===== config.mk =====
export PLATFORM = sky130hd
export DESIGN_NAME = cpu_req_decode
export DESIGN_NICKNAME = d
export VERILOG_FILES = /design/src/hdl/cpu_bus_pkg.sv /design/src/hdl/cpu_req_decode.sv
export SDC_FILE = /design/constraint.sdc
export NUM_CORES = 1
export LEC_CHECK = 0
export BUFFER_PORTS_ARGS = -buffer_cell sky130_fd_sc_hd__buf_2
export CAP_MARGIN = 20
export CORE_ASPECT_RATIO = 0.5
export CORE_MARGIN = 5
export CORE_UTILIZATION = 28
export DETAILED_ROUTE_END_ITERATION = 8
export PLACE_DENSITY = 0.79
export SETUP_SLACK_MARGIN = 0.02
export SLEW_MARGIN = 25
export SYNTH_ARGS = -nofsm -noshare
export SYNTH_HDL_FRONTEND = slang
export SYNTH_SLANG_ARGS = --single-unit

===== constraint.sdc =====
create_clock -name vclk -period 1.7
set_input_delay 0.17 -clock vclk [all_inputs]
set_output_delay 0.17 -clock vclk [all_outputs]
set_load 0.01 [all_outputs]

===== src/hdl/cpu_bus_pkg.sv =====
package cpu_bus_pkg;

  // one request as the core presents it
  typedef struct packed {
    logic [19:0] adr;
    logic [15:0] wdat;
    logic        byte_op;
    logic        we;
    logic        m_io;
    logic        memop;
  } cpu_req_t;

  typedef struct packed {
    logic [7:0] hi;
    logic [7:0] lo;
  } byte_pair_t;

  // a bus word seen either whole or as two byte lanes
  typedef union packed {
    logic [15:0] word;
    byte_pair_t  bytes;
  } bus_word_u;

  typedef struct packed {
    logic        active;
    logic        odd_word;
    logic        a0;
    logic [18:0] adr_first;
    logic [18:0] adr_second;
    logic [1:0]  sel_first;
    bus_word_u   wdat;
    logic        we;
    logic        tga;
    logic        byte_op;
  } bus_plan_t;

  typedef struct packed {
    logic [18:0] adr;
    bus_word_u   dat;
    logic [1:0]  sel;
    logic        we;
    logic        tga;
    logic        stb;
    logic        cyc;
  } wb_bus_t;

  typedef enum logic [1:0] {
    idle,
    first_done,
    second,
    second_done
  } bus_state_t;

endpackage


===== src/hdl/cpu_req_decode.sv =====
`timescale 1ns/10ps

module cpu_req_decode (
  input  cpu_bus_pkg::cpu_req_t  req_i,
  output cpu_bus_pkg::bus_plan_t plan_o
);

  logic        a0;
  logic        odd_word;
  logic [18:0] word_adr;

  assign a0       = req_i.adr[0];
  assign odd_word = a0 & ~req_i.byte_op;
  assign word_adr = req_i.adr[19:1];

  // ==============================
  // strobes and addressing
  // ==============================

  assign plan_o.active     = req_i.memop | req_i.m_io;
  assign plan_o.odd_word   = odd_word;
  assign plan_o.a0         = a0;
  assign plan_o.adr_first  = word_adr;
  // only used when a word straddles two bus words
  assign plan_o.adr_second = word_adr + 19'd1;

  // odd address lands in the high lane, even byte in the low lane
  always_comb
  begin
    if (a0)
    begin
      plan_o.sel_first = 2'b10;
    end
    else if (req_i.byte_op)
    begin
      plan_o.sel_first = 2'b01;
    end
    else
    begin
      plan_o.sel_first = 2'b11;
    end
  end

  // ==============================
  // write data lanes
  // ==============================

  // at an odd address the low byte goes out first on the high lane
  always_comb
  begin
    if (a0)
    begin
      plan_o.wdat.bytes.hi = req_i.wdat[7:0];
      plan_o.wdat.bytes.lo = req_i.wdat[15:8];
    end
    else
    begin
      plan_o.wdat.word = req_i.wdat;
    end
  end

  assign plan_o.we      = req_i.we;
  assign plan_o.tga     = req_i.m_io;
  assign plan_o.byte_op = req_i.byte_op;

endmodule


# Word level (Yosys, flattened, before mapping)

Index checks and enable logic that the tools add are counted.

Add/subtract/negate cells: 1
Mux-type cells: 3
Bitwise gates (word level): 3

Operators with widths:

| cell                                          | count |
|---|---|
| adder 19 x 1 -> 19 bit, second input constant | 1 |
| two-way mux 16 bit                            | 1 |
| two-way mux 2 bit                             | 2 |
| AND 1 bit                                     | 1 |
| inverter 1 bit                                | 1 |
| bitwise OR 1 bit                              | 1 |

Bits in registers: 0
Output and inout bits: 62
Logic and storage cells: 7

# Logic depth before layout (Yosys ltp)

Depth in word-level cells: 2
Mapped depth: 5
Mapped depth without buffers: 5

# Least setup slack after synthesis

No wires, ideal clock.

Path kind: input to output
Start: input req_i[21] (netlist name)
End: output plan_o[37] (netlist name)
Data arrival time: 1.143 ns
Data required time: 1.530 ns
Slack: 0.387 ns
Cell stages on the path: 5
Cells stage by stage: ha_1 > nand3_2 > nor4_4 > nand3_1 > xnor2_1

RTL lines:

| what               | line                | source |
|---|---|---|
| start: declaration | cpu_req_decode.sv:4 | `input cpu_bus_pkg::cpu_req_t req_i,` |
| end: declaration   | cpu_req_decode.sv:5 | `output cpu_bus_pkg::bus_plan_t plan_o` |

==> out/qor.yml <==
timing:
  drv_slew: 0
  post-route-min-period_ns: 1.49
  rsz0062_at_grt: "no"
  worst_pin_slew_ns: 0.341
  setup_viol: 0
  max_slew_margin: 0.772
  final.setup.tns_ns: 0
  fmax_mhz: 673
  hold_violations: 0
  post-route-period-util: 0.874
place:
  gp_routability_congestion: 0.693
  dp_hpwl_mm: 2.15
  placed_cells: 205
  port_buffers: 100
cells_and_area:
  layout.nets: 211
  regArea_sq_um: 0
  drive_gt1_frac: 0.726
  seq_cells: 0
  finalNonFillerCells: 205
  clock_buffers: 0
  synthToLayoutAreaGrowth_pct: 49.7
  diodes: 0
  fillers: 275
synth:
  netlist_area_sq_um: 736
  synth_area_leaders: "buf_4 24%, mux2_2 24%, xnor2_1 13%"
  yosysWarnings: 0
  synth_top_cell_area_share: 0.245
  synth_area_leader_cell: "buf_4"
  syn_nets: 134
  ys_seq_area_frac: 0
  netlist_instances: 93
  yosysUniqueCellTypes: 22
  syn_avg_cell_area_sq_um: 7.91
setup_path:
  critPathRequiredTime_ns: 1.53
  critPathLaunchType: "input pin"
  crit_path_max_fanout: 5
  path_class: "in2out"
  crit_start: "req_i[21]"
  end_kind: "output pin"
  crit_arrival_ns: 1.32
route:
  wl_mm: 2.33
  drc: 0
  dr.first_iter.drc_count: 2
  wire_per_inst_um: 11.4
  vias: 873
  via_per_inst: 4.26
  drtAntennaViolNets: 0
  first_pass_iters: 2
floorplan:
  dieArea_sq_um: 3810
  rows: 13
  io_pins: 102
  dieHeight_um: 46.2
  initial_core_util: 0.288
  fp.dieW_um: 82.5
  coreArea_sq_um: 2550
global_route:
  antenna_found_initial: 0
  track_usage: 0.0972
  grt_pass1_vias: 756
  grt_max_degree: 19
  grt_remaining_overflow: 0
  grt_pass1_wl_mm: 3.05
min_path:
  worstHoldStart: "req_i[2]"
  hold_path_class: "in2out"
power_and_ir_drop:
  p_leak_nw: 0.600
  cellPowerDensity_nw_per_um2: 262
  vdd_drop_max_mv: 0.109
run_status:
  status: "finished, final reports clean"
clock_network:
  ctsHoldBuffers: 0
  cts_setup_buffers: 0
  cts_resized: 0
flow_run:
  maxCapViolations: 0
-- path summary, 6_finish.rpt --
| path | end | slack (ns) | cells past startpoint |
|---|---|---|---|
| max | plan_o[37] | 0.21 | 7 |
| min | plan_o[2] | 0.34 | 0 |
-- where the power goes --
part,total (mW),leakage [nW],switching (mW),internal (mW)
clock,0,0,0,0
sequential,0,0,0,0
combinational,0.289,0.600,0.149,0.140
-- metal layers --
metal  global-route usage  vias up  wire length (um)
li1                     -      445                 -
met1               0.0920      381               790
met2                0.225       47              1210
met3               0.0215        0               335
met4                    0        0                 0
met5                    0        -                 0
-- logic make-up after synthesis --
family        Yosys count  share of synthesized area
xor+xnor               17                      0.202
buf+inv                28                      0.267
fa+ha+maj               1                     0.0170
simple gates           31                      0.269
mux                    16                      0.245
-- Yosys cell counts --
cell      instances
buf_4            24
mux2_2           16
nor4_4            1
nor3_1            2
ha_1              1
and2_1            1
nand2_1           7
nand3_2           1
and4_1            1
nand4_2           1
nand4_4           1
nand3_1           5
inv_1             2
xor2_1            6
or2_1             1
clkbuf_1          1
nand4_1           2
xnor2_1          11
nor2_1            5
or2_2             1
buf_2             1
and3_1            2
-- worst max-delay path, stage by stage --
cell and delay [ns]:
buf_2 0.12, ha_1 0.20, nand3_2 0.12, nor4_4 0.28, nand3_1 0.14, xnor2_1 0.14, buf_2 0.15
-- metrics by stage --
step                      utilization  hold WS (ns)  power (mW)  instance area (sq um)  worst slack (ns)
final                           0.431         0.340       0.289                   1100             0.214
after global routing            0.431         0.340       0.316                   1100            0.0645
after CTS                       0.431         0.340       0.294                   1100             0.184
after detailed placement        0.431         0.340       0.293                   1100             0.187
after global placement          0.431         0.340       0.287                   1100             0.235
after floorplan                     -         0.384       0.172                    736             0.387
-- cells in the final DEF (no fill, tap or decap) --
cell type / n
and2_1: 1
ha_1: 1
nand3_2: 1
nand3_1: 5
or2_1: 1
nor4_4: 1
and4_1: 1
nand4_1: 2
nand2_1: 7
buf_2: 100
nand4_2: 1
nand4_4: 1
inv_1: 2
nor3_1: 2
or2_2: 1
nor2_1: 5
buf_4: 1
mux2_2: 16
xor2_1: 6
and3_1: 2
xnor2_1: 11
-- area by class of cell --
cell class	count	area [sq um]	share of cell area
Multi-Input combinational cell	65	539	0.490
Tap cell	37	46.3	0.0420
Inverter	2	7.51	0.00682
Timing Repair Buffer	101	508	0.461
No activity file was read; power rests on OpenSTA's default activity.
