**src/hdl/cpu_bus_pkg.sv**
```systemverilog
package cpu_bus_pkg;

  // one request as the core presents it
  typedef struct packed {
    logic [19:0] adr;
    logic [15:0] wdat;
    logic        byte_op;
    logic        we;
    logic        m_io;
    logic        memop;
  } cpu_req_t;

  typedef struct packed {
    logic [7:0] hi;
    logic [7:0] lo;
  } byte_pair_t;

  // a bus word seen either whole or as two byte lanes
  typedef union packed {
    logic [15:0] word;
    byte_pair_t  bytes;
  } bus_word_u;

  typedef struct packed {
    logic        active;
    logic        odd_word;
    logic        a0;
    logic [18:0] adr_first;
    logic [18:0] adr_second;
    logic [1:0]  sel_first;
    bus_word_u   wdat;
    logic        we;
    logic        tga;
    logic        byte_op;
  } bus_plan_t;

  typedef struct packed {
    logic [18:0] adr;
    bus_word_u   dat;
    logic [1:0]  sel;
    logic        we;
    logic        tga;
    logic        stb;
    logic        cyc;
  } wb_bus_t;

  typedef enum logic [1:0] {
    idle,
    first_done,
    second,
    second_done
  } bus_state_t;

endpackage

```
**src/hdl/read_assembler.sv**
```systemverilog
`timescale 1ns/10ps

module read_assembler (
  input  logic                    wb_clk_i,
  input  logic                    wb_rst_i,
  input  cpu_bus_pkg::bus_state_t state_i,
  input  logic                    wb_ack_i,
  input  cpu_bus_pkg::bus_plan_t  plan_i,
  input  cpu_bus_pkg::bus_word_u  rdat_i,
  output cpu_bus_pkg::bus_word_u  cpu_dat_o
);

  import cpu_bus_pkg::*;

  bus_word_u hi_ext;
  bus_word_u lo_ext;

  // sign-extended views of the two lanes
  assign hi_ext.word = {{8{rdat_i.bytes.hi[7]}}, rdat_i.bytes.hi};
  assign lo_ext.word = {{8{rdat_i.bytes.lo[7]}}, rdat_i.bytes.lo};

  always_ff @(posedge wb_clk_i)
  begin
    if (wb_rst_i)
    begin
      cpu_dat_o.word <= 16'h0000;
    end
    else if (state_i == idle && wb_ack_i)
    begin
      if (plan_i.a0)
      begin
        cpu_dat_o <= hi_ext;
      end
      else if (plan_i.byte_op)
      begin
        cpu_dat_o <= lo_ext;
      end
      else
      begin
        cpu_dat_o <= rdat_i;
      end
    end
    else if (state_i == second && wb_ack_i)
    begin
      // upper half of a split word comes from the next word's low lane
      cpu_dat_o.bytes.hi <= rdat_i.bytes.lo;
    end
  end

endmodule

```
**config.mk**
```make
export PLATFORM = sky130hd
export DESIGN_NAME = read_assembler
export DESIGN_NICKNAME = d
export VERILOG_FILES = /design/src/hdl/cpu_bus_pkg.sv /design/src/hdl/read_assembler.sv
export SDC_FILE = /design/constraint.sdc
export NUM_CORES = 1
export LEC_CHECK = 0
export ABC_CLOCK_PERIOD_IN_PS = 3300
export BUFFER_PORTS_ARGS = -buffer_cell sky130_fd_sc_hd__buf_4
export CORE_MARGIN = 2
export CORE_UTILIZATION = 36
export DETAILED_ROUTE_END_ITERATION = 16
export PLACE_DENSITY = 0.85
export SLEW_MARGIN = 20
export SYNTH_ARGS = -nofsm -noshare
export SYNTH_HDL_FRONTEND = slang
export SYNTH_SLANG_ARGS = --single-unit
```
**constraint.sdc**
```tcl
create_clock -name wb_clk_i -period 3.3 [get_ports wb_clk_i]
set_clock_uncertainty 0.05 [all_clocks]
set_input_delay 0.66 -clock wb_clk_i [delete_from_list [all_inputs] [get_ports wb_clk_i]]
set_output_delay 0.66 -clock wb_clk_i [all_outputs]
set_load 0.03 [all_outputs]
```
After elaboration in Yosys (flattened, before gate mapping)
Cells that the tools add are included.
{ "word_totals": {"regBits": 16, "latchBits": 0, "mem_bits_rw": 0, "romBits": 0, "output_inout_bits": 16, "n_memories": 0} }
{ "classes": {"addsub": 0, "multipliers": 0, "div_mod_pow": 0, "order_cmp": 0, "n_eq_ne": 1, "shift": 0, "n_mux": 4, "n_bitwise": 0, "n_reduce_logical": 4} }
{ "op_table": {"columns": ["operator", "n"], "rows": [
  ["$mux W16", 2],
  ["$mux W8", 2],
  ["$eq A2 B2 Y1 const B", 1],
  ["$logic_and A1 B1 Y1", 2],
  ["$logic_not A2 Y1", 1],
  ["$reduce_bool A2 Y1", 1]
]} }

Logic depth before layout (Yosys ltp)
{ "depth": {"ltp_word": 4, "depth_mapped": 4} }

Worst setup path before layout
No wires, ideal clock.
{ "synth_path": {"path_kind": "in2reg", "from": "in plan_i[0] in the netlist's numbering", "to": "reg cpu_dat_o[15] in the netlist's numbering", "arrival_time_ns": 1.461, "t_required_ns": 3.159, "path_slack_ns": 1.698, "stages": 4, "path_buffers": 1, "path_cell_list": "buf_6 -> nor2b_4 -> or3b_1 -> a311oi_1"} }
{ "synth_via": {"elab_chain_cells": 3} }
{ "synth_lines": {"columns": ["item", "line_no", "rtl"], "rows": [
  ["start: declaration", "read_assembler.sv:8", "input cpu_bus_pkg::bus_plan_t plan_i,"],
  ["$mux W16", "read_assembler.sv:34", "else if (plan_i.byte_op)"],
  ["$mux W16", "read_assembler.sv:30", "if (plan_i.a0)"],
  ["$mux W8", "read_assembler.sv:28", "else if (state_i == idle && wb_ack_i)"],
  ["end signal: assignment", "read_assembler.sv:32", "cpu_dat_o <= hi_ext;"],
  ["end signal: assignment", "read_assembler.sv:36", "cpu_dat_o <= lo_ext;"],
  ["end signal: assignment", "read_assembler.sv:40", "cpu_dat_o <= rdat_i;"],
  ["end: declaration", "read_assembler.sv:10", "output cpu_bus_pkg::bus_word_u cpu_dat_o"]
]} }
No other way between the ends.
A chain may end at the register's enable or synchronous reset.

Worst setup path after layout
{ "layout_path": {"from": "in state_i[1]", "to": "reg cpu_dat_o[12] in the netlist's numbering"} }
{ "layout_via": {"elab_chain_cells": 3} }
{ "layout_lines": {"columns": ["item", "line_no", "rtl"], "rows": [
  ["start: declaration", "read_assembler.sv:6", "input cpu_bus_pkg::bus_state_t state_i,"],
  ["$eq A2 B2 Y1 / $logic_not A2 Y1 (equally long branches)", "read_assembler.sv:43, read_assembler.sv:28", null],
  ["$logic_and A1 B1 Y1 (on tied branches)", "read_assembler.sv:43, read_assembler.sv:28", null],
  ["$reduce_bool A2 Y1 (no source line) / $mux W8 (equally long branches)", null, null]
]} }
Parallel ways exist; a longest one is shown, timed or not.

==> results.txt <==
- Number of primary I/O pins: 99
* Synth Flop Type: sky130_fd_sc_hd__dfxtp_1
- Die Area: 2850 sq um
- After detailed routing, the average wire length per cell comes to 14.8 um.
* Run status: complete, no violations
* Maximum buffer depth of the clock tree: 2
- Measured on the finished design, the core utilization comes to 0.517.
* Worst Reg2Reg Path Length in Cells: 2
- Headroom to the max-slew limit came out at 0.470.
* Number of enable flip-flop cells after synthesis: 0
- Count of filler cells inserted in the layout: ~220
* Endpoint required time on the critical path: roughly 3400 ps
- Area of the core region: 2250 sq um
* Maximum number of pins on one net before global-route repair: 24
* Worst Path Buf+Inv: 1
- Along the worst hold path, the cell count comes to 1.
* CTS tree: built
* Synth async-reset ratio: 0
- Post-Route Setup TNS: 0 ps
* Number of vias in the routed layout: 796
- The min-delay analysis places its worst path in the category reg2reg.
- The congestion estimate from routability-driven global placement came to 0.755.
- Remaining number of nets flagged by the antenna check after routing: 0
* Worst-path fanout max: 23
- Number of buffers created by CTS: 3
* Distinct cell type count after synthesis: 20
- Initial antenna violation count: 0
* Routed vias/inst: 5.38
* Site Rows: 17
- Area grow syn2layout: 32.6%
* Diode insertion count for antenna repair: 0
- Min Tclk post-route: 1870 ps
- Clock edge transition at the registers on the reported setup and hold paths: roughly 100 ps
* Number of hold buffers added after CTS: 0
- Counting flops and latches in the post-synthesis netlist gives 16.
* Nets: 204
* Number of global-route vias before repair: 724
* Routed Wire Length: 2190 um
* CP arrival: 2000 ps
- During placement, the flow inserted port buffers numbering 38.
- The path with the worst hold slack has its endpoint at cpu_dat_o[14].
- Post-CTS Repair Setup Buffers: 0
* Cell area after synthesis: 878 sq um
* Mean Syn Cell Area: between 10 and 15 sq um
- Global routing finished with a remaining overflow of 0.
* Largest delay share family, worst path: simple AND/OR/NAND/NOR gates
* CTS Root Buffer Type: sky130_fd_sc_hd__clkbuf_4
- The analysis attributes to cell leakage a power of approximately 0.0005 uW.
- H-tree Lvls: 1
* Most common cell after layout, fill and taps aside: sky130_fd_sc_hd__buf_4
- By startpoint and endpoint, the worst setup path is classified as in2reg.
* Initial Utilization: 0.390
* Die extent in x: 53.4 um
- Number of nets in the synthesized netlist: 169
* Area occupied by multi-input gates: 488 sq um
- Post-CTS sizing: 0
* Worst setup slack for register-to-register paths: 2510 ps
* Top register by number of flip-flops: cpu_dat_o
- The design draws between 400 and 500 uW.
* Hold Startpoint: cpu_dat_o[14]
- RSZ-0062 raised after global routing: no
- DRC violation total after the first TritonRoute iteration: 20
- Top Registers: cpu_dat_o: 16 flops
- Across the run, the number of max-cap violations was 0.
* First-pass GRT wire length: 3290 um
- Maximum ir drop on the vdd rail: 0.175 mV
* Measured slew at the worst slew-check pin: slightly below 800 ps
- For this run, the slowest stage of the critical path takes 690 ps.
- STA classifies the critical path startpoint as a primary input.
- Pwr Density: just under 400 nW/um^2
- Skew-Pair Late Insertion Delay: 290 ps
- Synthesis produced a netlist whose cell count is 86.
* Finish-stage setup viols: 0
- In this run the critical register-to-register path is launched from cpu_dat_o[7].
- Estimated wirelength of the detail-placed design: 1690 um
- Registers take 320 sq um.
- The register with the most flip-flops in the layout has 16 of them.
* Fraction of layout cells with a size suffix above 1: 0.367
- For this run, the total global-route usage over all layers was measured as 0.163.
- Fraction of the yosys area taken by sequential cells: 0.365
- Standard cell with the maximum stage delay on the critical path: sky130_fd_sc_hd__nor3b_4
- The library cells used most frequently in the layout, excluding fill and tap cells, are sky130_fd_sc_hd__buf_4, sky130_fd_sc_hd__dfxtp_1, sky130_fd_sc_hd__mux2i_1, sky130_fd_sc_hd__nor2_1.
* Warnings, synthesis: 0
- Cell Chain, Critical Path: buf_4, nor3b_4, o211ai_1, a32o_1
* Number of design rule violations left after detail routing: 0
- Vertical extent of the die: 53.4 um
* Achievable frequency: 0.535 GHz
- Final Max Slew Viols: 0
- Count of TritonRoute iterations in the first routing pass: 6
- In this run the critical register-to-register path is captured at cpu_dat_o[7].
- Number of hold violations in the final report: 0
- Clock tree synthesis found a total of 16 sinks.
* Final period util: 0.566
- The worst setup path is captured at a flop.
metal layers:
layer	share of wire	vias up	wire (um)	track usage
li1	-	396	-	-
met1	0.46	369	1000	0.218
met2	0.47	29	1030	0.253
met3	0.065	2	143	0.0226
met4	0.0064	0	14	0.0769
met5	0	-	0	0
worst reg2reg max path, delay by kind of cell (launching register included):
| family | cells | cell delay (ps) |
|---|---|---|
| flip-flops | 1 | 350 |
| AO/OA/AOI/OAI | 1 | 260 |
| AND/OR/NAND/NOR | 1 | 50 |
how the worst max path moves through the flow:
stage	from	endpoint	depth (start not counted)
after floorplan	plan_i[0]	cpu_dat_o[15]	4
final	state_i[1]	cpu_dat_o[12]	4
after CTS	state_i[1]	cpu_dat_o[12]	4
after global routing	state_i[1]	cpu_dat_o[12]	4
after global placement	state_i[1]	cpu_dat_o[11]	4
after detailed placement	state_i[1]	cpu_dat_o[12]	4
synth_stat cells, drive strengths merged (2+ instances only):
cell	number	area, sq um
dfxtp	16	320
mux2i	14	140
nor2	10	37.5
a211oi	7	52.6
a32o	7	70.1
buf	7	66.3
o211ai	7	52.6
nand2b	4	25.0
or2b	4	30.0
nor2b	3	26.3
a311oi	2	17.5
logic make-up after synthesis:
| group | synth area share |
|---|---|
| AO/OA/AOI/OAI | 0.225 |
| AND/OR/NAND/NOR | 0.171 |
| flip-flops | 0.365 |
| multiplexers | 0.160 |
| buffers and inverters | 0.0798 |
layout make-up:
type                            count  area share
Multi-Input combinational cell     62       0.419
Timing Repair Buffer               38       0.245
Clock buffer                        4      0.0311
Sequential cell                    16       0.275
Tap cell                           28      0.0301
stage by stage:
stage               hold WS (ps)  instance area (sq um)  cells  setup slack [ps]
floorplan                    566                    878     86              1700
global placement             407                   1130    144              1160
detailed placement           410                   1130    144              1120
CTS                          434                   1160    148              1430
global route                 444                   1160    148              1320
finish                       430                   1160    148              1430
where the power goes:
group,internal (uW),switching [uW],total [uW]
logic,53.9,64.4,118
clock network,67.2,63.5,131
registers,205,6.25,211
Note: power is estimated with default switching activity, not from simulation.
