===== src/hdl/cpu_bus_pkg.sv =====
package cpu_bus_pkg;

  // one request as the core presents it
  typedef struct packed {
    logic [19:0] adr;
    logic [15:0] wdat;
    logic        byte_op;
    logic        we;
    logic        m_io;
    logic        memop;
  } cpu_req_t;

  typedef struct packed {
    logic [7:0] hi;
    logic [7:0] lo;
  } byte_pair_t;

  // a bus word seen either whole or as two byte lanes
  typedef union packed {
    logic [15:0] word;
    byte_pair_t  bytes;
  } bus_word_u;

  typedef struct packed {
    logic        active;
    logic        odd_word;
    logic        a0;
    logic [18:0] adr_first;
    logic [18:0] adr_second;
    logic [1:0]  sel_first;
    bus_word_u   wdat;
    logic        we;
    logic        tga;
    logic        byte_op;
  } bus_plan_t;

  typedef struct packed {
    logic [18:0] adr;
    bus_word_u   dat;
    logic [1:0]  sel;
    logic        we;
    logic        tga;
    logic        stb;
    logic        cyc;
  } wb_bus_t;

  typedef enum logic [1:0] {
    idle,
    first_done,
    second,
    second_done
  } bus_state_t;

endpackage


===== src/hdl/wb_master.sv =====
`timescale 1ns/10ps

module wb_master (
  input  logic                   wb_clk_i,
  input  logic                   wb_rst_i,
  input  cpu_bus_pkg::bus_plan_t plan_i,
  input  logic                   wb_ack_i,
  output cpu_bus_pkg::wb_bus_t   bus_o,
  output cpu_bus_pkg::bus_state_t state_o,
  output logic                   cpu_block_o
);

  import cpu_bus_pkg::*;

  // ==============================
  // bus outputs per state
  // ==============================

  always_comb
  begin
    bus_o.dat = plan_i.wdat;
    bus_o.we  = plan_i.we;
    bus_o.tga = plan_i.tga;
    case (state_o)
      first_done:
      begin
        // stb is down and cyc stays up only while a second cycle follows
        bus_o.adr   = plan_i.adr_first;
        bus_o.sel   = plan_i.sel_first;
        bus_o.stb   = 1'b0;
        bus_o.cyc   = plan_i.odd_word;
        cpu_block_o = plan_i.odd_word | wb_ack_i;
      end
      second:
      begin
        bus_o.adr   = plan_i.adr_second;
        bus_o.sel   = 2'b01;
        bus_o.stb   = 1'b1;
        bus_o.cyc   = 1'b1;
        cpu_block_o = 1'b1;
      end
      second_done:
      begin
        bus_o.adr   = plan_i.adr_second;
        bus_o.sel   = 2'b01;
        bus_o.stb   = 1'b0;
        bus_o.cyc   = 1'b0;
        cpu_block_o = wb_ack_i;
      end
      default:
      begin
        // a held request starts the first cycle right away
        bus_o.adr   = plan_i.adr_first;
        bus_o.sel   = plan_i.sel_first;
        bus_o.stb   = plan_i.active;
        bus_o.cyc   = plan_i.active;
        cpu_block_o = plan_i.active;
      end
    endcase
  end

  // ==============================
  // sequencer
  // ==============================

  always_ff @(posedge wb_clk_i)
  begin
    if (wb_rst_i)
    begin
      state_o <= idle;
    end
    else
    begin
      case (state_o)
        idle:
        begin
          if (wb_ack_i && plan_i.active)
          begin
            state_o <= first_done;
          end
        end
        first_done:
        begin
          // wait for the slave to drop ack before moving on
          if (!wb_ack_i)
          begin
            state_o <= plan_i.odd_word ? second : idle;
          end
        end
        second:
        begin
          if (wb_ack_i)
          begin
            state_o <= second_done;
          end
        end
        default:
        begin
          if (!wb_ack_i)
          begin
            state_o <= idle;
          end
        end
      endcase
    end
  end

endmodule


===== config.mk =====
export PLATFORM = sky130hd
export DESIGN_NAME = wb_master
export DESIGN_NICKNAME = d
export VERILOG_FILES = /design/src/hdl/cpu_bus_pkg.sv /design/src/hdl/wb_master.sv
export SDC_FILE = /design/constraint.sdc
export NUM_CORES = 1
export LEC_CHECK = 0
export ABC_CLOCK_PERIOD_IN_PS = 1600
export BUFFER_PORTS_ARGS = -buffer_cell sky130_fd_sc_hd__buf_2
export CAP_MARGIN = 0
export CORE_UTILIZATION = 24
export CTS_CLUSTER_DIAMETER = 200
export DETAILED_ROUTE_END_ITERATION = 10
export PLACE_DENSITY_LB_ADDON = 0.08
export SKIP_LAST_GASP = 1
export SYNTH_ARGS = -nofsm -noshare
export SYNTH_HDL_FRONTEND = slang
export SYNTH_SLANG_ARGS = --single-unit

===== constraint.sdc =====
create_clock -name wb_clk_i -period 1.6 [get_ports wb_clk_i]
set_clock_uncertainty 0.2 [all_clocks]
set_input_delay 0.32 -clock wb_clk_i [delete_from_list [all_inputs] [get_ports wb_clk_i]]
set_output_delay 0.32 -clock wb_clk_i [all_outputs]
set_load 0.02 [all_outputs]

* Word level (Yosys, flattened, before mapping) *
Index checks and enable logic that the tools add are counted.

cells by class
  $mul = 0
  reductions and logical operators = 4
  magnitude comparators = 0
  bitwise operators = 1
  $add $sub $neg = 0
  shifts and indexed selects = 0
  divide/modulo/power cells = 0
  muxes and demuxes = 10
  equal/unequal tests = 7

operators with widths
  cell                                                  count
  two-way mux 19 bit                                    1
  two-way mux 2 bit                                     6
  case mux 2 bit (3 select lines)                       2
  != test 2 bit (second input constant)                 3
  equality test 2 bit (second input constant)           2
  AND reduction 4 bit                                   1
  != test 3 x 1 -> 1 bit (second input constant)        1
  case mux 1 bit (3 select lines)                       1
  equality test 2 x 1 -> 1 bit (second input constant)  1
  zero test 2 bit                                       1
  OR reduction 2 bit                                    1
  logical AND 1 bit                                     1
  bitwise OR 1 bit                                      1

word-level totals
  bits of input ports = 65
  logic and storage cells = 23
  memories = 0
  flip-flop bits (word level) = 2
  RAM bits = 0
  latch bits = 0
  memory bits (read-only) = 0

* Depth between registers and ports, before layout *
Gate-level depths: netlist (run 1).

  depth after elaboration = 3
  mapped depth = 4
  depth with buffers taken out = 3

* Least setup slack after synthesis (run 1) *
OpenSTA, ideal clock, no wires.

  path type = flip-flop to output port
  start point = register state_o[1]
  end point = output bus_o[22] (netlist name)
  data required time = 1.080 ns
  setup slack = -0.031 ns
  arrival time = 1.111 ns
  stages on the path, launching flop included = 4
  path through = dfxtp_1 > buf_6 > buf_6 > mux2_2

RTL lines
  what                    RTL line         source
  start, declared         wb_master.sv:9   output cpu_bus_pkg::bus_state_t state_o,
  start signal, assigned  wb_master.sv:70  state_o <= idle;
  start signal, assigned  wb_master.sv:79  state_o <= first_done;
  start signal, assigned  wb_master.sv:87  state_o <= plan_i.odd_word ? second : idle;
  end, declared           wb_master.sv:8   output cpu_bus_pkg::wb_bus_t bus_o,

==> summary.md, run 1 <==
| Metric | Value |
|---|---|
| RSZ-0062 raised after global routing | true |
| Initial antenna violation count | 0 |
| Kind of critical path | reg2out |
| Setup WS post-layout | -0.140 ns |
| GRT Overall Usage | 11.3% |
| CP cell instances | clkbuf_16, mux2_4, buf_6 |
| Max reg flops | 2 |
| Total power | 460 µW |
| Critical Path Start Type | register |
| Max-Cap Viols | 0 |
| Worst EP arrival | 1.22 ns |
| Syn_area_per_cell | 9.33 µm² |
| Vias per cell | 4.47 |
| Max-slew violation count | 0 |
| Root buf cell | clkbuf_4 |
| Syn nets | 120 |
| Share of layout cells above drive strength 1 | 93.7% |
| Setup Fix Bufs, Post-CTS | 0 |
| Area of the mapped netlist | 513 µm² |
| Worst hold-check path type | in2reg |
| Top delay family on crit path | flip-flops |
| Ant diodes | 0 |
| Final period util | 109% |
| Clock Path Buffers | 2 |
| DR vias | 617 |
| Critical path endpoint category | output port |
| Endpoints failing setup | 21 |
| Post-DRT Antenna Nets | 0 |
| Cts hold-fix bufs | 0 |
| Crit path buffers/inverters | 2 |
| Crit path max fanout | 8 |
| Synthesized instance count | 55 |
| Worst Path Required | 1.08 ns |
| Slew headroom | 73.6% |
| Total number of H-tree levels | 1 |
| Total Wirelength | 1750 µm |
| Yosys reg bits | 2 |
| CTS sink cnt | 2 |
| Remaining DRCs | 0 |
| Pin count of the biggest net entering global routing | 17 |
| Final min period | 1.74 ns |
| Async SR Flop Fraction | 0% |
| Most frequent cells after synthesis | mux2_2 (19), buf_4 (18), buf_6 (3) |
| Crit-path slowest cell | dfxtp_4 |
| Port Buf Inserts | 70 |
| # IOs | 109 |
| Biggest area consumer among synthesized cells | mux2_2 |
| Yosys top cell area share | 41.7% |
| FF-to-FF path depth | 4 |
| Top FF cell, synth | dfxtp_1 |
| Total iterations of the first detailed-routing run | 2 |
| Most common cell in the netlist | mux2_2 |
| Fmax | 0.575 GHz |
| Critical Path Max Stage Delay | 0.39 ns |
| Final Wtd Congestion | 0.761 |
| Core Region | 1980 µm² |
| Nets | 178 |
| PD cells | 444 nW/µm² |
| Setup Total Neg Slack | -2.54 ns |
| Die Span Y | 48.2 µm |
| Vias in the first global route | 435 |
| Hold Vio Cnt, Final | 0 |
| Top area cells in the synthesized netlist | mux2_2 (42%), buf_4 (26%), dfxtp_1 (7.8%) |
| Post-synthesis sequential area ratio | 7.80% |
| DR WL/cell | 12.7 µm |
| First-pass GRT wire length | 1700 µm |
| Leakage power total | 0.000552 µW |
| Cts bufs inserted | 3 |
| Latest clock arrival within the worst-skew pair | 0.22 ns |
| Outcome | finished, violations left |
| Worst-margin pin slew | 0.392 ns |
| Grt ovf | 0 |
| Die width | 48.2 µm |
| Area delta synth->final | 102% |
| Post-synth EDFFs | 0 |
| Failing checks | setup timing |
| TritonCTS clock tree | done |
| Critical path depth | 3 |
| Cell Rows | 16 |
| Hold depth | 2 |
| Biggest regs | state_o: 2 flops |
| Starting density of the core | 25.9% |
| Synth warnings | 0 |
| Iter 0 DRT Violations | 1 |
| Die area | 2330 µm² |
| Top reg by flops | state_o |
| Clock slew at reported path FFs | 0.03 ns |
| Post-synth cell types | 15 |
| Worst vdd ir | 0.320 mV |
| Hold WS | 0.0624 ns |
cells in the final DEF (no fill, tap or decap):
cell / netlist / routed
dfxtp_4: 0 / 1
mux2_4: 1 / 20
or2_4: 0 / 1
and2b_2: 1 / 1
buf_6: 3 / 23
clkbuf_4: 0 / 3
nor3_1: 1 / 1
a21oi_1: 2 / 1
nor2_2: 1 / 2
buf_12: 0 / 1
nor2b_1: 1 / 1
dfxtp_1: 2 / 1
buf_2: 0 / 48
buf_4: 18 / 1
nor3b_1: 1 / 1
clkbuf_16: 0 / 1
nor2_1: 2 / 1
inv_1: 1 / 1
nand2b_4: 1 / 1
a21oi_2: 0 / 1
what timing repair did:
action / in CTS / in global routing
cloned: 1 / 1
endpoints found under the setup margin: 22 / 23
resized for setup: 18 / 51
pin swaps: 0 / 3
cell type report:
class / instances / area [µm²]
clock buffer: 3 / 22.5
fill: 198 / 946
inverter: 1 / 3.75
multi-input combinational: 31 / 380
sequential: 2 / 43.8
tap: 27 / 33.8
timing repair buffer: 74 / 552
report_power, final:
| group | switching (µW) | total, µW | internal [µW] |
|---|---|---|---|
| sequential | 3.56 | 54.7 | 51.2 |
| clock | 28.6 | 111 | 82.7 |
| combinational | 122 | 294 | 172 |
| total | 155 | 460 | 306 |
stage by stage:
step / instances / cell area, µm² / setup slack (ns) / util (%)
2_1_floorplan: 55 / 514 / 0.0507 / -
3_3_place_gp: 133 / 757 / 0.0736 / 38.2
3_5_place_dp: 133 / 757 / 0.0639 / 38.2
4_1_cts: 137 / 843 / -0.171 / 42.6
5_1_grt: 138 / 1040 / -0.182 / 52.3
6_report: 138 / 1040 / -0.140 / 52.3
final timing paths:
check                  start    endpoint  slack [ns]
setup / recovery  state_o[1]   bus_o[27]       -0.14
hold / removal      wb_rst_i  state_o[1]        0.06
setup reg to reg  state_o[1]  state_o[1]        0.32
hold reg to reg   state_o[1]  state_o[0]        0.52
kinds of logic (layout without fill, tap and decap cells):
| kind of cell | Yosys count | in the layout | synth area share (%) |
|---|---|---|---|
| AOI/OAI and AO/OA | 2 | 2 | 1.95 |
| muxes | 20 | 20 | 44.6 |
| and+or+nand+nor | 9 | 9 | 12.0 |
| buffers and inverters | 22 | 78 | 33.7 |
| DFF | 2 | 2 | 7.81 |
worst register-to-register path, stage by stage (launching register included):
cell,delay (ns)
dfxtp_4,0.36
clkbuf_16,0.17
nand2b_4,0.15
mux2_4,0.26
nor2_2,0.07
layer usage:
layer / vias to the layer above / wire length (µm) / share of wire [%] / GRT usage, %
met3: 8 / 211 / 12 / 5.56
met4: 0 / 38 / 2.2 / 10.0
met5: - / 0 / 0 / 0
met1: 265 / 617 / 35 / 10.6
li1: 282 / - / - / -
met2: 62 / 878 / 50 / 18.1
No activity file was read; power rests on OpenSTA's default activity.
==> run 2: changes to the inputs <==
Settings changed: CTS_BUF_LIST set to sky130_fd_sc_hd__clkbuf_4 sky130_fd_sc_hd__clkbuf_8, SETUP_SLACK_MARGIN set to 0.5.
==> run 2 against run 1 <==
Register-to-register slack about the same. Die area unchanged. Highest routed layer unchanged. Global-route usage up 0.40 points. Clock power about the same. Count of clock-buffer cells in the layout did not move. Critical path depth is the same. Utilization down 3.9 points. Design area fell by 7.5%. The run still ends with setup timing left. Combinational power is 13% lower. Setup slack improved by 0.019 ns.
==> summary.md, run 2 (synthesis gave the netlist of run 1 again) <==
| Metric | Value |
|---|---|
| Post-DRT Antenna Nets | 0 (unchanged) |
| Hold depth | 2 (unchanged) |
| Port Buf Inserts | 70 (unchanged) |
| Ant diodes | 0 (unchanged) |
| Worst R2R End | state_o[1] (unchanged) |
| Final instance area | 958 µm² (was 1040 µm²) |
| Worst EP arrival | 1.20 ns (was 1.22 ns) |
| Hold path start | wb_rst_i (unchanged) |
| Biggest regs | state_o: 2 flops (unchanged) |
| Die area | 2330 µm² (unchanged) |
| Total Wirelength | 1530 µm (was 1750 µm) |
| Crit-path slowest cell | dfxtp_4 (unchanged) |
| Post-Place Cell Area | 810 µm² (was 757 µm²) |
| GRT Overall Usage | 11.7% (was 11.3%) |
| Worst vdd ir | 0.335 mV (was 0.320 mV) |
| Area delta synth->final | 86.8% (was 102%) |
| # IOs | 109 (unchanged) |
| Top reg by flops | state_o (unchanged) |
| Die width | 48.2 µm (unchanged) |
| Dpl ws | -0.0575 ns (was 0.0639 ns) |
| DR WL/cell | 11.0 µm (was 12.7 µm) |
| Final period util | 108% (was 109%) |
| Kind of critical path | reg2out (unchanged) |
| Clock slew at reported path FFs | 0.03 ns (about the same) |
| Final min period | 1.72 ns (was 1.74 ns) |
| DR vias | 572 (was 617) |
| Final Wtd Congestion | 0.563 (was 0.761) |
| Commonest non-fill, non-tap cell in the layout | buf_2 (unchanged) |
| Max-Cap Viols | 0 (unchanged) |
| Die Span Y | 48.2 µm (unchanged) |
| Slew headroom | 86.5% (was 73.6%) |
| FF-to-FF path depth | 5 (was 4) |
| Total iterations of the first detailed-routing run | 2 (unchanged) |
| Top delay family on crit path | flip-flops (unchanged) |
| Setup Total Neg Slack | -2.31 ns (was -2.54 ns) |
| Critical R2R Launch | state_o[1] (unchanged) |
| Worst hold-check path type | in2reg (unchanged) |
| Critical Path Start Type | register (unchanged) |
| Cell Rows | 16 (unchanged) |
| TritonCTS clock tree | done (unchanged) |
| Commonest non-fill, non-tap cells in the layout | buf_2 (61), mux2_4 (20), buf_4 (6), buf_6 (6), clkbuf_4 (3) (was buf_2 (48), buf_6 (23), mux2_4 (20)) |
| Vias in the first global route | 445 (was 435) |
| Hold path endpoint | state_o[1] (unchanged) |
| Max reg flops | 2 (unchanged) |
| Starting density of the core | 25.9% (unchanged) |
| RSZ-0062 raised after global routing | true (unchanged) |
| Endpoints failing setup | 23 (was 21) |
| Pin count of the biggest net entering global routing | 13 (was 17) |
| Fmax | 0.581 GHz (was 0.575 GHz) |
| Critical path endpoint category | output port (unchanged) |
| Failing checks | setup timing (unchanged) |
| Setup WS post-layout | -0.121 ns (was -0.140 ns) |
| Max-slew violation count | 0 (unchanged) |
| Iter 0 DRT Violations | 1 (unchanged) |
| CP cell instances | buf_12, mux2_4, buf_2 (was clkbuf_16, mux2_4, buf_6) |
| PD cells | 444 nW/µm² (about the same) |
| Nets | 179 (was 178) |
| Crit path buffers/inverters | 2 (unchanged) |
| Cts bufs inserted | 3 (unchanged) |
| Core Util, Final | 48.4% (was 52.3%) |
| Crit path max fanout | 12 (was 8) |
| Remaining DRCs | 0 (unchanged) |
| First-pass GRT wire length | 1890 µm (was 1700 µm) |
| Root buf cell | clkbuf_4 (unchanged) |
| Core Region | 1980 µm² (unchanged) |
| Register area | 47.5 µm² (was 43.8 µm²) |
| Leakage power total | 0.000526 µW (was 0.000552 µW) |
| Outcome | finished, violations left (unchanged) |
| CTS sink cnt | 2 (unchanged) |
| Initial antenna violation count | 0 (unchanged) |
| Latest clock arrival within the worst-skew pair | 0.22 ns (about the same) |
| Critical Path Max Stage Delay | 0.37 ns (was 0.39 ns) |
| Grt ovf | 0 (unchanged) |
| Share of layout cells above drive strength 1 | 96.4% (was 93.7%) |
| Clock Path Buffers | 2 (unchanged) |
| Worst Path Required | 1.08 ns (about the same) |
| Hold Vio Cnt, Final | 0 (unchanged) |
| Total number of H-tree levels | 1 (unchanged) |
| Worst-margin pin slew | 0.202 ns (was 0.392 ns) |
| Area occupied by multi-input gates | 393 µm² (was 380 µm²) |
| Fillers | 205 (was 198) |
| Vias per cell | 4.12 (was 4.47) |
| Setup slack, reg-to-reg | 0.33 ns (was 0.32 ns) |
==> run 2: worst max path at each step <==
| stage | start | endpoint | slack [ns] | cells past startpoint |
|---|---|---|---|---|
| floorplan | state_o[1] | bus_o[28] | 0.10 | 3 |
| global placement | state_o[1] | bus_o[0] | -0.07 | 3 |
| detailed placement | state_o[1] | bus_o[36] | -0.06 | 2 |
| CTS | state_o[1] | bus_o[31] | -0.13 | 3 |
| global route | state_o[1] | bus_o[28] | -0.18 | 3 |
| finish | state_o[1] | bus_o[28] | -0.12 | 3 |
==> run 2: power breakdown <==
| group | switching (µW) | internal, µW |
|---|---|---|
| clock network | 30.7 | 83.0 |
| logic | 112 | 145 |
| registers | 4.36 | 50.5 |
| total | 147 | 279 |
==> run 2: what timing repair did <==
action,4_1_cts,5_1_grt
setup endpoints to repair,28,28
hold buffers,0,0
gates resized for setup,18,3
pin swaps,0,1
setup buffers,5,0
==> run 2: cell type report <==
cell class / instances / area share, %
timing repair buffer: 75 / 47.8
tap: 27 / 3.52
multi-input combinational: 31 / 41.0
inverter: 1 / 0.392
sequential: 2 / 4.96
clock buffer: 3 / 2.35
==> run 2: layer usage <==
metal	routed length (µm)	global-route usage (%)	up-vias
met5	0	0	-
met3	152	2.59	2
met4	14	8.89	0
met1	563	13.5	252
met2	798	18.7	36
li1	-	-	282
==> run 2: per-stage QoR <==
stage / hold slack, ns / std cells / power (µW)
2_1_floorplan: 0.177 / 55 / 257
3_3_place_gp: 0.291 / 131 / 279
3_5_place_dp: 0.292 / 131 / 282
4_1_cts: 0.0496 / 139 / 433
5_1_grt: 0.0611 / 139 / 458
6_report: 0.0598 / 139 / 426
==> run 3: changes to the inputs <==
Settings changed: HOLD_SLACK_MARGIN set to 0.12, RECOVER_POWER set to 100.
==> run 3 against run 2 <==
The run still ends with setup timing left. Die area did not move. Fmax barely moved. Global-route usage did not move. Sequential share of layout area fell by 0.37 points. Worst hold slack barely moved. Register-to-register slack got worse by 0.07 ns. Critical endpoint unchanged. Setup slack barely moved. Routed wire length did not move.
==> summary.md, run 3 (synthesis gave the netlist of run 1 again) <==
| Metric | Value |
|---|---|
| Outcome | finished, violations left (unchanged) |
| Failing checks | setup timing (unchanged) |
| Worst EP arrival | 1.20 ns (about the same) |
| Total number of H-tree levels | 1 (unchanged) |
| Endpoints failing setup | 23 (unchanged) |
| Biggest regs | state_o: 2 flops (unchanged) |
| Vias per cell | 4.12 (unchanged) |
| Ant diodes | 0 (unchanged) |
| Fillers | 207 (was 205) |
| Max-Cap Viols | 0 (unchanged) |
| Total power | 426 µW (about the same) |
| Pin count of the biggest net entering global routing | 13 (unchanged) |
| Crit path max fanout | 12 (unchanged) |
| Cell Rows | 16 (unchanged) |
| Core Region | 1980 µm² (unchanged) |
| Final Wtd Congestion | 0.563 (unchanged) |
| First-pass GRT wire length | 1890 µm (unchanged) |
| Worst hold-check path type | in2reg (unchanged) |
| Grt ovf | 0 (unchanged) |
| Leakage power total | 0.000526 µW (about the same) |
| GRT Overall Usage | 11.7% (unchanged) |
| Commonest non-fill, non-tap cell in the layout | buf_2 (unchanged) |
| Starting density of the core | 25.9% (unchanged) |
| Worst vdd ir | 0.340 mV (was 0.335 mV) |
| Nets | 179 (unchanged) |
| Vias in the first global route | 445 (unchanged) |
| Commonest non-fill, non-tap cells in the layout | buf_2 (61), mux2_4 (20), buf_4 (6), buf_6 (6), clkbuf_4 (3) (unchanged) |
| Die width | 48.2 µm (unchanged) |
| Final period util | 108% (about the same) |
| Post-route insts no fill | 139 (unchanged) |
| Top reg by flops | state_o (unchanged) |
| Area occupied by multi-input gates | 392 µm² (was 393 µm²) |
| Hold WS | 0.0597 ns (was 0.0598 ns) |
| Cts bufs inserted | 3 (unchanged) |
| RSZ-0062 raised after global routing | true (unchanged) |
| CTS sink cnt | 2 (unchanged) |
| Setup Total Neg Slack | -2.31 ns (about the same) |
| Latest clock arrival within the worst-skew pair | 0.22 ns (about the same) |
| # IOs | 109 (unchanged) |
| TritonCTS clock tree | done (unchanged) |
| Register area | 43.8 µm² (was 47.5 µm²) |
| Root buf cell | clkbuf_4 (unchanged) |
| Worst-margin pin slew | 0.287 ns (was 0.202 ns) |
| Critical Path Start Type | register (unchanged) |
| Iter 0 DRT Violations | 1 (unchanged) |
| Slew headroom | 80.8% (was 86.5%) |
| Max reg flops | 2 (unchanged) |
| Total iterations of the first detailed-routing run | 2 (unchanged) |
| Critical path endpoint category | output port (unchanged) |
| Fmax | 0.581 GHz (about the same) |
| Post-DRT Antenna Nets | 0 (unchanged) |
| Area delta synth->final | 85.9% (was 86.8%) |
| Kind of critical path | reg2out (unchanged) |
| PD cells | 447 nW/µm² (was 444 nW/µm²) |
| DR vias | 572 (unchanged) |
| Die Span Y | 48.2 µm (unchanged) |
| Max-slew violation count | 0 (unchanged) |
| Worst Path Required | 1.08 ns (about the same) |
| Clock Path Buffers | 2 (unchanged) |
| Remaining DRCs | 0 (unchanged) |
| DR WL/cell | 11.0 µm (unchanged) |
| Clock slew at reported path FFs | 0.03 ns (about the same) |
| Port Buf Inserts | 70 (unchanged) |
| Die area | 2330 µm² (unchanged) |
| Setup WS post-layout | -0.121 ns (about the same) |
| Total Wirelength | 1530 µm (unchanged) |
| Dpl ws | -0.0575 ns (unchanged) |
| Inst Count DP | 131 (unchanged) |
| Initial antenna violation count | 0 (unchanged) |
| Hold Vio Cnt, Final | 0 (unchanged) |
| Share of layout cells above drive strength 1 | 94.6% (was 96.4%) |
| Final min period | 1.72 ns (about the same) |
==> run 3: cell types whose count changed in the layout (fill, tap and decap cells not counted) <==
cell / delta
and2b_1: +1
and2b_2: -1
dfxtp_1: +1
dfxtp_4: -1
==> run 3: cell type report <==
class | instances | share of cell area, %
inverter | 1 | 0.394
clock buffer | 3 | 2.36
timing repair buffer | 75 | 48.0
multi-input combinational | 31 | 41.1
sequential | 2 | 4.59
tap | 27 | 3.54
==> run 3: routing by layer <==
layer / global-route usage (%) / wire (µm) / vias to the layer above
met5: 0 / 0 / -
met4: 8.89 / 14 / 0
met3: 2.59 / 152 / 2
met2: 18.7 / 798 / 36
met1: 13.5 / 563 / 252
li1: - / - / 282
==> run 3: final timing paths <==
kind	startpoint	to	slack (ns)	cells past startpoint
setup reg to reg	state_o[0]	state_o[1]	0.26	3
hold reg to reg	state_o[0]	state_o[0]	0.65	3
hold / removal	wb_rst_i	state_o[1]	0.06	2
setup / recovery	state_o[1]	bus_o[28]	-0.12	3
==> run 3: critical path: stages (launching register included) <==
cell and delay, ns:
dfxtp_4 0.37, buf_12 0.15, mux2_4 0.29, buf_2 0.16
==> run 3: repair_timing <==
item	CTS	global route
setup buffers	5	0
hold endpoints to repair	2	2
gates resized for setup	18	3
pin swaps	0	1
setup endpoints to repair	28	28
==> run 3: through the flow <==
| stage | cell area [µm²] | utilization, % |
|---|---|---|
| floorplan | 598 | - |
| global placement | 810 | 40.8 |
| detailed placement | 810 | 40.8 |
| CTS | 950 | 47.9 |
| global route | 953 | 48.1 |
| finish | 953 | 48.1 |
==> run 3: where the power goes <==
group	internal [µW]	leakage (µW)	switching [µW]	total [µW]
registers	51.1	0.0000171	4.37	55.5
clock network	83.0	0.0000138	30.7	114
logic	145	0.000495	112	257
total	279	0.000526	147	426
